==> config.mk <==
export PLATFORM = sky130hd
export DESIGN_NAME = mem_if_top
export DESIGN_NICKNAME = d
export VERILOG_FILES = /design/src/hdl/mem_if_pkg.sv /design/src/hdl/axi_write_ctrl.sv /design/src/hdl/axi_read_ctrl.sv /design/src/hdl/bank_xbar.sv /design/src/hdl/mem_if_top.sv
export SDC_FILE = /design/constraint.sdc
export NUM_CORES = 1
export LEC_CHECK = 0
export BUFFER_PORTS_ARGS = -buffer_cell sky130_fd_sc_hd__buf_4
export CAP_MARGIN = 10
export CORE_AREA = 2 2 321 323
export CTS_CLUSTER_DIAMETER = 50
export CTS_CLUSTER_SIZE = 25
export DETAILED_ROUTE_END_ITERATION = 12
export DIE_AREA = 0 0 323 325
export GPL_TIMING_DRIVEN = 0
export PLACE_DENSITY = 0.3
export SETUP_SLACK_MARGIN = 0.5
export SYNTH_ARGS = -nofsm -noshare
export SYNTH_HDL_FRONTEND = slang
export SYNTH_SLANG_ARGS = --single-unit
==> constraint.sdc <==
create_clock -name aclk_i -period 3.9 [get_ports aclk_i]
set_input_delay 0.195 -clock aclk_i [delete_from_list [all_inputs] [get_ports aclk_i]]
set_output_delay 0.195 -clock aclk_i [all_outputs]
set_load 0.01 [all_outputs]
==> src/hdl/mem_if_pkg.sv <==
// ----------------------------------------
// Banked memory interface definitions
// ----------------------------------------

package mem_if_pkg;

   localparam int ADDR_W    = 32;
   localparam int DATA_W    = 64;
   localparam int NUM_BYTES = 8;
   localparam int OFFSET_W  = 3;
   localparam int NB_BANKS  = 4;
   localparam int BANK_W    = 2;
   localparam int ROW_W     = 13;
   localparam int ID_W      = 4;

   typedef logic [ADDR_W-1:0]    addr_t;
   typedef logic [DATA_W-1:0]    data_t;
   typedef logic [NUM_BYTES-1:0] strb_t;
   typedef logic [ID_W-1:0]      id_t;
   typedef logic [BANK_W-1:0]    bank_t;
   typedef logic [ROW_W-1:0]     row_t;

   // ----------------------------------------
   // AXI side payloads
   // ----------------------------------------
   typedef struct packed {
      id_t   id;
      addr_t addr;
      data_t data;
      strb_t strb;
   } wr_req_t;

   typedef struct packed {
      id_t   id;
      addr_t addr;
   } rd_req_t;

   typedef struct packed {
      id_t  id;
      logic err;
   } wr_rsp_t;

   typedef struct packed {
      id_t   id;
      data_t data;
      logic  err;
   } rd_rsp_t;

   // Controller request towards the crossbar
   typedef struct packed {
      bank_t bank;
      row_t  row;
      data_t data;
      strb_t be;
   } bank_req_t;

   typedef enum logic [1:0] {WR_IDLE, WR_REQ, WR_RSP} wr_state_t;
   typedef enum logic [1:0] {RD_IDLE, RD_REQ, RD_WAIT, RD_RSP} rd_state_t;

endpackage

==> src/hdl/axi_write_ctrl.sv <==
// ----------------------------------------
// Single-beat AXI write controller
// ----------------------------------------

module axi_write_ctrl
(
   input  logic                  aclk_i,
   input  logic                  rst_i,
   input  mem_if_pkg::wr_req_t   req_i,
   input  logic                  req_valid_i,
   output logic                  req_ready_o,
   output mem_if_pkg::wr_rsp_t   rsp_o,
   output logic                  rsp_valid_o,
   input  logic                  rsp_ready_i,
   output mem_if_pkg::bank_req_t bank_req_o,
   output logic                  bank_req_valid_o,
   input  logic                  bank_gnt_i
);

   mem_if_pkg::wr_state_t state_q;
   mem_if_pkg::wr_state_t state_d;
   mem_if_pkg::bank_req_t bank_req_q;
   mem_if_pkg::wr_rsp_t   rsp_q;
   logic                  accept;
   logic                  addr_ok;

   assign accept = req_valid_i & req_ready_o;

   // Legal only below the top of the banked range
   assign addr_ok = (req_i.addr[mem_if_pkg::ADDR_W-1:
                                mem_if_pkg::OFFSET_W+mem_if_pkg::BANK_W+mem_if_pkg::ROW_W] == '0);

   // ----------------------------------------
   // State machine
   // ----------------------------------------
   always_comb
   begin
      state_d = state_q;
      case (state_q)
         mem_if_pkg::WR_IDLE:
            if (accept)
               state_d = addr_ok ? mem_if_pkg::WR_REQ : mem_if_pkg::WR_RSP;
         mem_if_pkg::WR_REQ:
            if (bank_gnt_i)
               state_d = mem_if_pkg::WR_RSP;
         mem_if_pkg::WR_RSP:
            if (rsp_ready_i)
               state_d = mem_if_pkg::WR_IDLE;
         default:
            state_d = mem_if_pkg::WR_IDLE;
      endcase
   end

   always_ff @(posedge aclk_i)
   begin
      if (rst_i)
         state_q <= mem_if_pkg::WR_IDLE;
      else
         state_q <= state_d;
   end

   // Split the address into bank and row on acceptance
   always_ff @(posedge aclk_i)
   begin
      if (accept)
      begin
         bank_req_q.bank <= req_i.addr[mem_if_pkg::OFFSET_W +: mem_if_pkg::BANK_W];
         bank_req_q.row  <= req_i.addr[mem_if_pkg::OFFSET_W+mem_if_pkg::BANK_W +:
                                       mem_if_pkg::ROW_W];
         bank_req_q.data <= req_i.data;
         bank_req_q.be   <= req_i.strb;
         rsp_q.id        <= req_i.id;
         rsp_q.err       <= ~addr_ok;
      end
   end

   assign req_ready_o      = (state_q == mem_if_pkg::WR_IDLE);
   assign bank_req_valid_o = (state_q == mem_if_pkg::WR_REQ);
   assign rsp_valid_o      = (state_q == mem_if_pkg::WR_RSP);
   assign bank_req_o       = bank_req_q;
   assign rsp_o            = rsp_q;

endmodule

==> src/hdl/axi_read_ctrl.sv <==
// ----------------------------------------
// Single-beat AXI read controller
// ----------------------------------------

module axi_read_ctrl
(
   input  logic                  aclk_i,
   input  logic                  rst_i,
   input  mem_if_pkg::rd_req_t   req_i,
   input  logic                  req_valid_i,
   output logic                  req_ready_o,
   output mem_if_pkg::rd_rsp_t   rsp_o,
   output logic                  rsp_valid_o,
   input  logic                  rsp_ready_i,
   output mem_if_pkg::bank_req_t bank_req_o,
   output logic                  bank_req_valid_o,
   input  logic                  bank_gnt_i,
   input  mem_if_pkg::data_t     bank_rdata_i,
   input  logic                  bank_rvalid_i
);

   mem_if_pkg::rd_state_t state_q;
   mem_if_pkg::rd_state_t state_d;
   mem_if_pkg::bank_req_t bank_req_q;
   mem_if_pkg::rd_rsp_t   rsp_q;
   logic                  accept;
   logic                  addr_ok;

   assign accept  = req_valid_i & req_ready_o;
   assign addr_ok = (req_i.addr[mem_if_pkg::ADDR_W-1:
                                mem_if_pkg::OFFSET_W+mem_if_pkg::BANK_W+mem_if_pkg::ROW_W] == '0);

   // ----------------------------------------
   // State machine
   // ----------------------------------------
   always_comb
   begin
      state_d = state_q;
      case (state_q)
         mem_if_pkg::RD_IDLE:
            if (accept)
               state_d = addr_ok ? mem_if_pkg::RD_REQ : mem_if_pkg::RD_RSP;
         mem_if_pkg::RD_REQ:
            if (bank_gnt_i)
               state_d = mem_if_pkg::RD_WAIT;
         // Bank data arrives one cycle after the grant
         mem_if_pkg::RD_WAIT:
            if (bank_rvalid_i)
               state_d = mem_if_pkg::RD_RSP;
         mem_if_pkg::RD_RSP:
            if (rsp_ready_i)
               state_d = mem_if_pkg::RD_IDLE;
         default:
            state_d = mem_if_pkg::RD_IDLE;
      endcase
   end

   always_ff @(posedge aclk_i)
   begin
      if (rst_i)
         state_q <= mem_if_pkg::RD_IDLE;
      else
         state_q <= state_d;
   end

   always_ff @(posedge aclk_i)
   begin
      if (accept)
      begin
         bank_req_q.bank <= req_i.addr[mem_if_pkg::OFFSET_W +: mem_if_pkg::BANK_W];
         bank_req_q.row  <= req_i.addr[mem_if_pkg::OFFSET_W+mem_if_pkg::BANK_W +:
                                       mem_if_pkg::ROW_W];
         bank_req_q.data <= '0;
         bank_req_q.be   <= '0;
         rsp_q.id        <= req_i.id;
         rsp_q.data      <= '0;
         rsp_q.err       <= ~addr_ok;
      end
      else if (state_q == mem_if_pkg::RD_WAIT && bank_rvalid_i)
         rsp_q.data <= bank_rdata_i;
   end

   assign req_ready_o      = (state_q == mem_if_pkg::RD_IDLE);
   assign bank_req_valid_o = (state_q == mem_if_pkg::RD_REQ);
   assign rsp_valid_o      = (state_q == mem_if_pkg::RD_RSP);
   assign bank_req_o       = bank_req_q;
   assign rsp_o            = rsp_q;

endmodule

==> src/hdl/bank_xbar.sv <==
// ----------------------------------------
// Write/read bank crossbar
// ----------------------------------------

module bank_xbar
(
   input  logic                                          aclk_i,
   input  logic                                          rst_i,
   input  mem_if_pkg::bank_req_t                         wr_req_i,
   input  logic                                          wr_valid_i,
   output logic                                          wr_gnt_o,
   input  mem_if_pkg::bank_req_t                         rd_req_i,
   input  logic                                          rd_valid_i,
   output logic                                          rd_gnt_o,
   output mem_if_pkg::data_t                             rd_rdata_o,
   output logic                                          rd_rvalid_o,
   output logic [mem_if_pkg::NB_BANKS-1:0]               bank_cen_o,
   output logic [mem_if_pkg::NB_BANKS-1:0]               bank_wen_o,
   output mem_if_pkg::row_t  [mem_if_pkg::NB_BANKS-1:0]  bank_addr_o,
   output mem_if_pkg::data_t [mem_if_pkg::NB_BANKS-1:0]  bank_wdata_o,
   output mem_if_pkg::strb_t [mem_if_pkg::NB_BANKS-1:0]  bank_be_o,
   input  mem_if_pkg::data_t [mem_if_pkg::NB_BANKS-1:0]  bank_q_i
);

   // One bit per bank, set means the read side wins the next conflict
   logic [mem_if_pkg::NB_BANKS-1:0] rd_prio_q;
   logic                            conflict;
   mem_if_pkg::bank_t               rd_bank_q;
   logic                            rvalid_q;

   // ----------------------------------------
   // Arbitration
   // ----------------------------------------
   assign conflict = wr_valid_i & rd_valid_i & (wr_req_i.bank == rd_req_i.bank);

   assign wr_gnt_o = wr_valid_i & (~conflict | ~rd_prio_q[wr_req_i.bank]);
   assign rd_gnt_o = rd_valid_i & (~conflict |  rd_prio_q[rd_req_i.bank]);

   always_ff @(posedge aclk_i)
   begin
      if (rst_i)
         rd_prio_q <= '0;
      else if (conflict)
         rd_prio_q[wr_req_i.bank] <= ~rd_prio_q[wr_req_i.bank];
   end

   // ----------------------------------------
   // Bank drive
   // ----------------------------------------
   always_comb
   begin
      for (int b = 0; b < mem_if_pkg::NB_BANKS; b++)
      begin
         bank_cen_o[b]   = 1'b1;
         bank_wen_o[b]   = 1'b1;
         bank_addr_o[b]  = '0;
         bank_wdata_o[b] = '0;
         bank_be_o[b]    = '0;
         // Grants never collide on one bank
         if (wr_gnt_o && wr_req_i.bank == mem_if_pkg::bank_t'(b))
         begin
            bank_cen_o[b]   = 1'b0;
            bank_wen_o[b]   = 1'b0;
            bank_addr_o[b]  = wr_req_i.row;
            bank_wdata_o[b] = wr_req_i.data;
            bank_be_o[b]    = wr_req_i.be;
         end
         else if (rd_gnt_o && rd_req_i.bank == mem_if_pkg::bank_t'(b))
         begin
            bank_cen_o[b]  = 1'b0;
            bank_addr_o[b] = rd_req_i.row;
         end
      end
   end

   // ----------------------------------------
   // Read return
   // ----------------------------------------
   always_ff @(posedge aclk_i)
   begin
      if (rst_i)
         rvalid_q <= 1'b0;
      else
         rvalid_q <= rd_gnt_o;
   end

   always_ff @(posedge aclk_i)
   begin
      if (rd_gnt_o)
         rd_bank_q <= rd_req_i.bank;
   end

   assign rd_rvalid_o = rvalid_q;
   assign rd_rdata_o  = bank_q_i[rd_bank_q];

endmodule

==> src/hdl/mem_if_top.sv <==
// ----------------------------------------
// Banked memory interface top level
// ----------------------------------------

module mem_if_top
(
   input  logic                                          aclk_i,
   input  logic                                          rst_i,
   input  mem_if_pkg::wr_req_t                           wr_req_i,
   input  logic                                          wr_req_valid_i,
   output logic                                          wr_req_ready_o,
   output mem_if_pkg::wr_rsp_t                           wr_rsp_o,
   output logic                                          wr_rsp_valid_o,
   input  logic                                          wr_rsp_ready_i,
   input  mem_if_pkg::rd_req_t                           rd_req_i,
   input  logic                                          rd_req_valid_i,
   output logic                                          rd_req_ready_o,
   output mem_if_pkg::rd_rsp_t                           rd_rsp_o,
   output logic                                          rd_rsp_valid_o,
   input  logic                                          rd_rsp_ready_i,
   output logic [mem_if_pkg::NB_BANKS-1:0]               bank_cen_o,
   output logic [mem_if_pkg::NB_BANKS-1:0]               bank_wen_o,
   output mem_if_pkg::row_t  [mem_if_pkg::NB_BANKS-1:0]  bank_addr_o,
   output mem_if_pkg::data_t [mem_if_pkg::NB_BANKS-1:0]  bank_wdata_o,
   output mem_if_pkg::strb_t [mem_if_pkg::NB_BANKS-1:0]  bank_be_o,
   input  mem_if_pkg::data_t [mem_if_pkg::NB_BANKS-1:0]  bank_q_i
);

   mem_if_pkg::bank_req_t wr_bank_req;
   mem_if_pkg::bank_req_t rd_bank_req;
   logic                  wr_bank_valid;
   logic                  wr_bank_gnt;
   logic                  rd_bank_valid;
   logic                  rd_bank_gnt;
   mem_if_pkg::data_t     rd_bank_rdata;
   logic                  rd_bank_rvalid;

   axi_write_ctrl axi_write_ctrl_inst
   (
      .aclk_i           ( aclk_i         ),
      .rst_i            ( rst_i          ),
      .req_i            ( wr_req_i       ),
      .req_valid_i      ( wr_req_valid_i ),
      .req_ready_o      ( wr_req_ready_o ),
      .rsp_o            ( wr_rsp_o       ),
      .rsp_valid_o      ( wr_rsp_valid_o ),
      .rsp_ready_i      ( wr_rsp_ready_i ),
      .bank_req_o       ( wr_bank_req    ),
      .bank_req_valid_o ( wr_bank_valid  ),
      .bank_gnt_i       ( wr_bank_gnt    )
   );

   axi_read_ctrl axi_read_ctrl_inst
   (
      .aclk_i           ( aclk_i         ),
      .rst_i            ( rst_i          ),
      .req_i            ( rd_req_i       ),
      .req_valid_i      ( rd_req_valid_i ),
      .req_ready_o      ( rd_req_ready_o ),
      .rsp_o            ( rd_rsp_o       ),
      .rsp_valid_o      ( rd_rsp_valid_o ),
      .rsp_ready_i      ( rd_rsp_ready_i ),
      .bank_req_o       ( rd_bank_req    ),
      .bank_req_valid_o ( rd_bank_valid  ),
      .bank_gnt_i       ( rd_bank_gnt    ),
      .bank_rdata_i     ( rd_bank_rdata  ),
      .bank_rvalid_i    ( rd_bank_rvalid )
   );

   // Write side and read side merged onto the banks
   bank_xbar bank_xbar_inst
   (
      .aclk_i       ( aclk_i         ),
      .rst_i        ( rst_i          ),
      .wr_req_i     ( wr_bank_req    ),
      .wr_valid_i   ( wr_bank_valid  ),
      .wr_gnt_o     ( wr_bank_gnt    ),
      .rd_req_i     ( rd_bank_req    ),
      .rd_valid_i   ( rd_bank_valid  ),
      .rd_gnt_o     ( rd_bank_gnt    ),
      .rd_rdata_o   ( rd_bank_rdata  ),
      .rd_rvalid_o  ( rd_bank_rvalid ),
      .bank_cen_o   ( bank_cen_o     ),
      .bank_wen_o   ( bank_wen_o     ),
      .bank_addr_o  ( bank_addr_o    ),
      .bank_wdata_o ( bank_wdata_o   ),
      .bank_be_o    ( bank_be_o      ),
      .bank_q_i     ( bank_q_i       )
   );

endmodule

# Yosys cells after proc, flatten, opt, wreduce, memory -nomap -nowiden
# Cells that the tools add are included.
[word_totals] register_bits=187 output_inout_bits=426 elab_cells=117
[op_classes] order_cmp=4 muxes=48 eq_ne=19 bitwise_logic=12 reduce_logical=18
[ops] op="64-bit 2-to-1 mux" n=5
[ops] op="64-bit binary-select mux with 2-bit select" n=1
[ops] op="13-bit 2-to-1 mux" n=8
[ops] op="8-bit 2-to-1 mux" n=4
[ops] op="14-bit logical NOT" n=2
[ops] op="2-bit 2-to-1 mux" n=9
[ops] op="1-bit 2-to-1 mux" n=15
[ops] op="2-bit equality test, second input constant" n=7
[ops] op="1-bit logical AND" n=10
[ops] op="2-bit by 3-bit < comparator with 1-bit output, second input constant" n=3
[ops] op="2-bit by 1-bit equality test with 1-bit output, second input constant" n=4
[ops] op="2-bit logical NOT" n=4
[ops] op="2-bit != test, second input constant" n=4
[ops] op="2-bit case mux with 4 select lines" n=1
[ops] op="1-bit AND" n=6
[ops] op="2-bit by 1-bit != test with 1-bit output, second input constant" n=3
[ops] op="2-bit case mux with 3 select lines" n=1
[ops] op="1-bit binary-select mux with 2-bit select" n=2
[ops] op="4-bit bitwise mux" n=1
[ops] op="1-bit inverter" n=4
[ops] op="4-bit AND reduction" n=1
[ops] op="3-bit AND reduction" n=1
[ops] op="1-bit demux with 2-bit select" n=1
[ops] op="2-bit equality test" n=1
[ops] op="other kinds (2)" n=3

# Logic depth before layout (Yosys ltp)
# Gate-level depths: netlist of run 1.
[logic_depth] word_depth=9 mapped_depth=7 ltp_nobuf=6

# Hierarchy
# Synthesis of run 1 repeated with hierarchy kept, for this count alone.
[unflattened] hier_cells=1075 hier_area_um2=11257.0
[modules_own_cells] module="bank_xbar" cells_per_inst=565 n_inst=1 area_each_um2=4719.5
[modules_own_cells] module="axi_read_ctrl" cells_per_inst=396 n_inst=1 area_each_um2=3590.9
[modules_own_cells] module="axi_write_ctrl" cells_per_inst=114 n_inst=1 area_each_um2=2946.6

# Worst setup path after synthesis of run 1
# Ideal clock, no wire load.
[synth_timing] path_type="register -> register" start="reg axi_write_ctrl_inst.state_q[0]" end="reg axi_write_ctrl_inst.bank_req_q (netlist bit axi_write_ctrl_inst.bank_req_o[0]) (enable)" slack_ps=684 path_buffers=0 t_arrival_ps=2754 t_required_ps=3438 path_stages_with_launch=3 cell_sequence="dfxtp_1 > nor2_1 > and2_1"
[synth_via] elab_chain_len=2
[synth_rtl] element="from (decl)" line="axi_write_ctrl.sv:20" text="mem_if_pkg::wr_state_t state_q;"
[synth_rtl] element="from (signal assigned)" line="axi_write_ctrl.sv:57" text="state_q <= mem_if_pkg::WR_IDLE;"
[synth_rtl] element="from (signal assigned)" line="axi_write_ctrl.sv:59" text="state_q <= state_d;"
[synth_rtl] element="2-bit logical NOT" line="axi_write_ctrl.sv:77" text="assign req_ready_o = (state_q == mem_if_pkg::WR_IDLE);"
[synth_rtl] element="named net wr_req_ready_o" line="mem_if_top.sv:11" text="output logic wr_req_ready_o,"
[synth_rtl] element="1-bit AND" line="axi_write_ctrl.sv:27" text="assign accept = req_valid_i & req_ready_o;"
[synth_rtl] element="named net axi_write_ctrl_inst.accept" line="axi_write_ctrl.sv:24" text="logic accept;"
[synth_rtl] element="to (decl)" line="axi_write_ctrl.sv:22" text="mem_if_pkg::bank_req_t bank_req_q;"
# The timed path passes the listed nets, and every way through them passes these cells.
# A chain may end at the register's enable or synchronous reset.

==> results of run 1 <==
-- cell usage in the layout (no fill, tap or decap), types with 5 or more instances in the layout --
master / instances
buf_6: 6
nor2_1: 16
buf_2: 12
nand2b_1: 6
a21oi_1: 67
nor4_1: 10
a22o_1: 26
and2_1: 290
a32o_1: 26
dfxtp_1: 73
clkbuf_16: 18
xnor2_1: 6
dlygate4sd3_1: 113
edfxtp_1: 114
clkinv_4: 5
diode_2: 6
mux4_2: 66
nand2_1: 130
clkbuf_1: 40
ha_1: 5
buf_4: 843
clkbuf_2: 16
inv_1: 11
-- where the power goes --
part	switching [W]	leakage, nW	internal [W]	total (W)
Sequential	0.000156	1.68	0.00234	0.00249
Clock	0.000985	0.284	0.000881	0.00187
Combinational	0.00108	6.84	0.00103	0.00212
Total	0.00222	8.80	0.00425	0.00647
-- layer usage --
layer  share of wire (%)  vias up  track usage (%)
li1                    -     5338                -
met1                  38     5584             13.3
met2                  53      522             23.3
met3                 6.7       52             3.34
met4                 2.3        0             3.93
met5                   0        -                0
-- kinds of logic (layout without fill, tap and decap cells) --
logic type | after synthesis | after routing | synth area share (%)
xor+xnor | 8 | 8 | 0.670
simple gates | 469 | 469 | 24.8
fa+ha+maj | 5 | 5 | 0.598
compound gates | 129 | 129 | 8.88
buf+inv | 93 | 1080 | 4.10
mux | 66 | 66 | 14.2
flops | 187 | 187 | 46.7
other cells | 0 | 6 | 0
-- flip-flops by register name, indices dropped and copies added, names as in the netlist --
| signal | flops |
|---|---|
| axi_write_ctrl_inst.bank_req_o | 87 |
| axi_read_ctrl_inst.state_q | 2 |
| axi_write_ctrl_inst.state_q | 2 |
| axi_read_ctrl_inst.bank_req_o | 15 |
| bank_xbar_inst.rd_bank_q | 2 |
| axi_write_ctrl_inst.rsp_o | 5 |
| bank_xbar_inst.rd_rvalid_o | 1 |
| bank_xbar_inst.rd_prio_q | 4 |
| axi_read_ctrl_inst.rsp_o | 69 |
-- timing repair --
action | CTS | global route
setup endpoints to repair | 242 | 77
hold buffers | 113 | 0
gates cloned | 0 | 0
resized for setup | 7 | 18
endpoints found under the hold margin | 112 | 0
pin swaps | 5 | 0
buffers inserted | 12 | 2
-- per-stage QoR --
step | std cells | TNS [ns] | util, %
floorplan | 957 | 0 | -
global placement | 3150 | -91.30 | 18.1
detailed placement | 3153 | 0 | 18.2
CTS | 3310 | 0 | 20.0
global route | 3315 | 0 | 20.1
finish | 3318 | 0 | 20.1
-- worst register-to-register path: stages, from the launching register on --
cell	delay [ns]
edfxtp_1	0.32
clkbuf_1	0.82
buf_2	0.53
mux4_2	0.60
nand2_1	0.11
a21oi_1	0.07
-- cell type report --
class / count / area, um2
Fill cell: 11300 / 81000
Clock inverter: 13 / 119
Tap cell: 1368 / 1710
Buffer: 82 / 417
Inverter: 11 / 41.3
Antenna cell: 6 / 15.0
Multi-Input combinational cell: 677 / 5170
Sequential cell: 187 / 4880
Timing Repair Buffer: 955 / 7510
Clock buffer: 19 / 454
-- worst paths after layout --
| path | depth (start not counted) | startpoint | slack [ns] | to |
|---|---|---|---|---|
| worst max-delay path | 9 | axi_write_ctrl_inst.bank_req_o[85] | 0.62 | bank_wdata_o[64] |
| worst min register to register | 2 | axi_read_ctrl_inst.rsp_o[60] | 0.46 | axi_read_ctrl_inst.rsp_o[60] |
| worst min-delay path | 3 | rd_req_i[21] | 0.06 | axi_read_ctrl_inst.rsp_o[0] |
| worst max register to register | 5 | bank_xbar_inst.rd_bank_q[0] | 1.33 | axi_read_ctrl_inst.rsp_o[42] |
==> key figures, run 1 <==
Setup path
  • CP Capture Type: output pin
  • Setup CP Type: register to output pin
  • Critical Path RT: around 3.7 ns
  • Max stage delay on crit path: around 0.54 ns
  • Worst-path cell with the longest stage delay: mux4_2
  • WP data arrival: 3.08 ns
  • Cell family with most CP delay: buffers and inverters
  • Crit path launch type: register
  • CP dominant cell by count: buf_4
  • CP Max Fanout: 10
  • CP Cell Sequence: buf_6 -> mux4_2 -> a41o_4 -> nor2_4 -> buf_4 -> buf_4 -> buf_6 -> and2_1 -> buf_4
  • CP bufs+invs: 5

Yosys
  • Syn Std Cell Area: 10500 um2
  • Top area cells in the synthesized netlist: edfxtp_1, and2_1, mux4_2
  • Mapped Cells: ~960
  • Synthesis-stage register bit count: around 190
  • Most instantiated cells after synthesis: and2_1, nand2_1, edfxtp_1
  • Cell with the most instances after synthesis: and2_1
  • EDFF count, synth: 114
  • Synth top area share: about 33%
  • Largest area contributor in the netlist: edfxtp_1
  • Register area share after synthesis: a little under half
  • Syn_nets: around 1400
  • Post-synth ARST share: 0%
  • Yosys cell types: 38
  • Top FF cell, synth: edfxtp_1
  • Synth Warn #: 0
  • Syn avg cell area: between 10 and 15 um2

Global routing
  • All-Layer GR Usage: 12.4%
  • Antenna violations before repair: 6
  • Total gr overflow: 0
  • Largest net degree at the start of global routing: 50
  • Global-route wire length before repair: ~90 mm
  • Number of global-route vias before repair: about 12000

Timing
  • Pins Over Slew Limit: 0
  • Worst-Margin Slew: 1.11 ns
  • Slew Limit Headroom: roughly a quarter
  • Hold WS: roughly 0.059 ns
  • # setup viols final: 0
  • Achievable frequency: just over 300 MHz
  • Worst setup margin: around 0.62 ns
  • Min Clock Period, post-route: about 3.3 ns
  • Skew final: ~0.019 ns
  • Fin crit share: between 80% and 90%
  • RSZ-0062 raised after global routing: yes
  • Hold Fails Final Rpt: 0

Cells and area
  • Final Net Count: ~2300
  • Syn-to-layout area delta: 94.4%
  • Share of cells above drive strength 1: 51.2%
  • Design Area, Final: between 20000 and 25000 um2

Outcome
  • Status: completed

Clocking
  • Num Clock Sinks: 187
  • H-Tree Depth: 4
  • Clock-pin slew on the worst setup and hold paths: 0.09 ns
  • Clock tree buffer depth: 2
  • Clock root buffer: clkbuf_16
  • Total CTS buffers: 17
  • Clock tree from TritonCTS: done
  • Worst skew pair latency: around 0.51 ns

Pwr
  • Peak VDD IR: 0.316 mV
  • Pleak: ~9 nW
  • PD cells: around 320 nW/um2
  • Tot Pwr: 0.00647 W

Floorplanning
  • I/O Pins: around 830
  • Rows: 117
  • CORE AREA: a little over 100000 um2
  • Die area: around 100000 um2
  • Chip Width: roughly 320 um
  • Die Ht: ~330 um
  • Initial Utilization: between 10% and 20%

Placement
  • Dpl ws: roughly 0.62 ns
  • Placed cell areas: between 15000 and 20000 um2
  • Input/output buffers: between 800 and 900
  • Final HPWL DP: 56.9 mm
  • GP Congestion: 0.805

Drt
  • Initial DRC count: ~460
  • Avg WL per Cell: between 20 and 25 um
  • Via density: about 3.5
  • WL final: approximately 67 mm
  • Antenna viol nets, final: 0
  • DRC Markers: 0
  • Vias: 11500
  • DR pass1 iterations: 5

Run
  • Max Cap Viol: 0

Hold path
  • Worst min path class: primary input to register
Note: power is estimated with default switching activity, not from simulation.
==> inputs of run 2 (changes only) <==
==> constraint.sdc (replaced) <==
create_clock -name aclk_i -period 2.87 [get_ports aclk_i]
set_input_delay 0.1435 -clock aclk_i [delete_from_list [all_inputs] [get_ports aclk_i]]
set_output_delay 0.1435 -clock aclk_i [all_outputs]
set_load 0.01 [all_outputs]
==> key figures, run 2 (synthesis gave the netlist of run 1 again) <==
Setup path
  • Critical register-to-register path endpoint: axi_read_ctrl_inst.rsp_o[44]
  • CP Capture Type: output pin
  • R2r setup slk: 0.77 ns (-0.56 ns)
  • Crit path launch type: register
  • R2R cell count: 5 (unchanged)
  • Setup CP Type: register to output pin
  • WP data arrival: 2.80 ns (-0.28 ns)
  • CP Max Fanout: 7 (-3)
  • Worst Setup EP: bank_addr_o[31]
  • Critical Path RT: 2.73 ns (-0.97 ns)
  • R2R Path Start: bank_xbar_inst.rd_bank_q[0]
  • Critical Path Start: axi_write_ctrl_inst.bank_req_o[85]

Timing
  • # setup viols final: 100 (+100)
  • RSZ-0062 raised after global routing: yes
  • Skew final: 0.00929 ns (-0.00927 ns)
  • Worst setup margin: -0.0725 ns (-0.696 ns)
  • Pins Over Slew Limit: 0 (unchanged)
  • Hold Fails Final Rpt: 0 (unchanged)
  • Hold WS: 0.0820 ns (+0.0226 ns)
  • Achievable frequency: ~340 MHz
  • Setup TNS: -1.95 ns (-1.95 ns)
  • Worst-Margin Slew: 0.684 ns (-0.430 ns)
  • Slew Limit Headroom: 54.4% (+29 points)
  • Min Clock Period, post-route: just under 3 ns
  • Fin crit share: 103%

Cells and area
  • Max reg flops: 87 (unchanged)
  • Final Util: 23.3% (+3.3 points)
  • Commonest non-fill, non-tap cell in the layout: buf_4
  • Syn-to-layout area delta: 126%
  • Most frequent cells in the layout: buf_4, buf_6, and2_4
  • Share of cells above drive strength 1: 66.1% (+15 points)
  • Final Net Count: 2400 (+2.5%)

Global routing
  • Number of global-route vias before repair: 12700 (+2.4%)
  • Antenna violations before repair: 1 (-5)
  • Total gr overflow: 0 (unchanged)
  • All-Layer GR Usage: 12.5% (+0.065 points)
  • Global-route wire length before repair: 93.3 mm (+1.6%)
  • Largest net degree at the start of global routing: 56 (+12%)

Drt
  • Vias: 11700 (+1.8%)
  • DRC Markers: 0 (unchanged)
  • Metal2 WL: 37.6 mm (+5.4%)
  • Via density: 3.47 (+0.23%)
  • Initial DRC count: 518 (+13%)
  • WL final: 68.9 mm (+2.7%)
  • Met3 Routed Length: 4.25 mm (-5.5%)
  • Avg WL per Cell: 20.5 um (+1.1%)
  • Antenna viol nets, final: 0 (unchanged)
  • WL met1: 25.8 mm (+1.6%)
  • DR pass1 iterations: 4 (-1)
  • Top Metal Used: met4

Floorplanning
  • Chip Width: 323 um (unchanged)
  • CORE AREA: 101000 um2 (unchanged)
  • Rows: 117 (unchanged)
  • Die Ht: 325 um (unchanged)
  • I/O Pins: 832 (unchanged)
  • Die area: 105000 um2 (unchanged)
  • Initial Utilization: 10.3% (unchanged)

Clocking
  • Clock tree buffer depth: 2 (unchanged)
  • H-Tree Depth: 4 (unchanged)
  • Worst skew pair latency: 0.51 ns (about the same)
  • Clock tree from TritonCTS: done
  • Total CTS buffers: 17 (unchanged)
  • Clock root buffer: clkbuf_16
  • Clock-pin slew on the worst setup and hold paths: 0.08 ns (about the same)
  • Num Clock Sinks: 187 (unchanged)

Outcome
  • Failing checks: negative setup slack
  • Status: finished, violations left

Placement
  • Final HPWL DP: 54.1 mm (-4.9%)
  • Input/output buffers: 825 (unchanged)
  • GP Congestion: 0.801 (-0.51%)

Pwr
  • Pleak: 10.1 nW (+15%)
  • PD cells: 378 nW/um2 (+19%)
  • Peak VDD IR: 0.496 mV (+57%)

Run
  • Max Cap Viol: 0 (unchanged)

Hold path
  • Worst min path class: primary input to register
==> run 2: metrics by stage <==
stage                     std cells  power, W  setup WS (ns)  instance area (um2)
after detailed placement       3153   0.00621         -0.337                18400
final                          3371   0.00894        -0.0725                23600
after CTS                      3351   0.00915         -0.240                22200
after global routing           3371   0.00948         -0.201                23600
after global placement         3150   0.00617         -0.328                18400
after floorplan                 957   0.00466          0.673                10500
==> run 2: layout make-up <==
type	instances	area [um2]
Clock inverter	14	115
Multi-Input combinational cell	677	5900
Antenna cell	1	2.50
Buffer	82	992
Sequential cell	187	4880
Tap cell	1368	1710
Inverter	11	43.8
Clock buffer	18	429
Fill cell	11000	77700
Timing Repair Buffer	1013	9570
==> run 2: critical path, stage by stage, from the launching register on <==
cell      delay [ns]
edfxtp_1        0.37
buf_6           0.12
mux4_2          0.51
a41o_4          0.32
buf_4           0.15
nor2_4          0.12
buf_6           0.12
buf_12          0.15
buf_6           0.15
a22o_1          0.18
buf_6           0.11
==> run 2: worst min path at each step <==
stage                                              to            from  depth (start not counted)  slack (ns)
global route           axi_write_ctrl_inst.state_q[1]  wr_req_valid_i                          4        0.06
floorplan           axi_read_ctrl_inst.bank_req_o[72]     rd_req_i[5]                          0        0.24
detailed placement  axi_write_ctrl_inst.bank_req_o[1]     wr_req_i[1]                          1        0.32
global placement    axi_write_ctrl_inst.bank_req_o[0]     wr_req_i[0]                          1        0.32
finish                 axi_write_ctrl_inst.state_q[1]  wr_req_valid_i                          4        0.08
CTS                    axi_write_ctrl_inst.state_q[1]  wr_req_valid_i                          4        0.01
==> run 2: what timing repair did <==
| action | 4_1_cts | 5_1_grt |
|---|---|---|
| pin swaps | 37 | 23 |
| setup buffers | 32 | 6 |
| resized for setup | 390 | 383 |
| setup endpoints to repair | 410 | 409 |
| hold endpoints to repair | 113 | 0 |
| gates cloned | 19 | 13 |
| hold buffers | 115 | 0 |
==> run 2: routing by layer <==
layer | track usage [%] | vias to the layer above
met3 | 3.51 | 44
met4 | 3.48 | 0
met1 | 13.1 | 5714
met5 | 0 | -
li1 | - | 5471
met2 | 23.8 | 477
==> run 2: power by group <==
| part | internal, W | switching, W | total, W | leakage (nW) |
|---|---|---|---|---|
| Sequential | 0.00317 | 0.000227 | 0.00340 | 1.68 |
| Clock | 0.00120 | 0.00127 | 0.00247 | 0.274 |
| Combinational | 0.00154 | 0.00153 | 0.00307 | 8.17 |
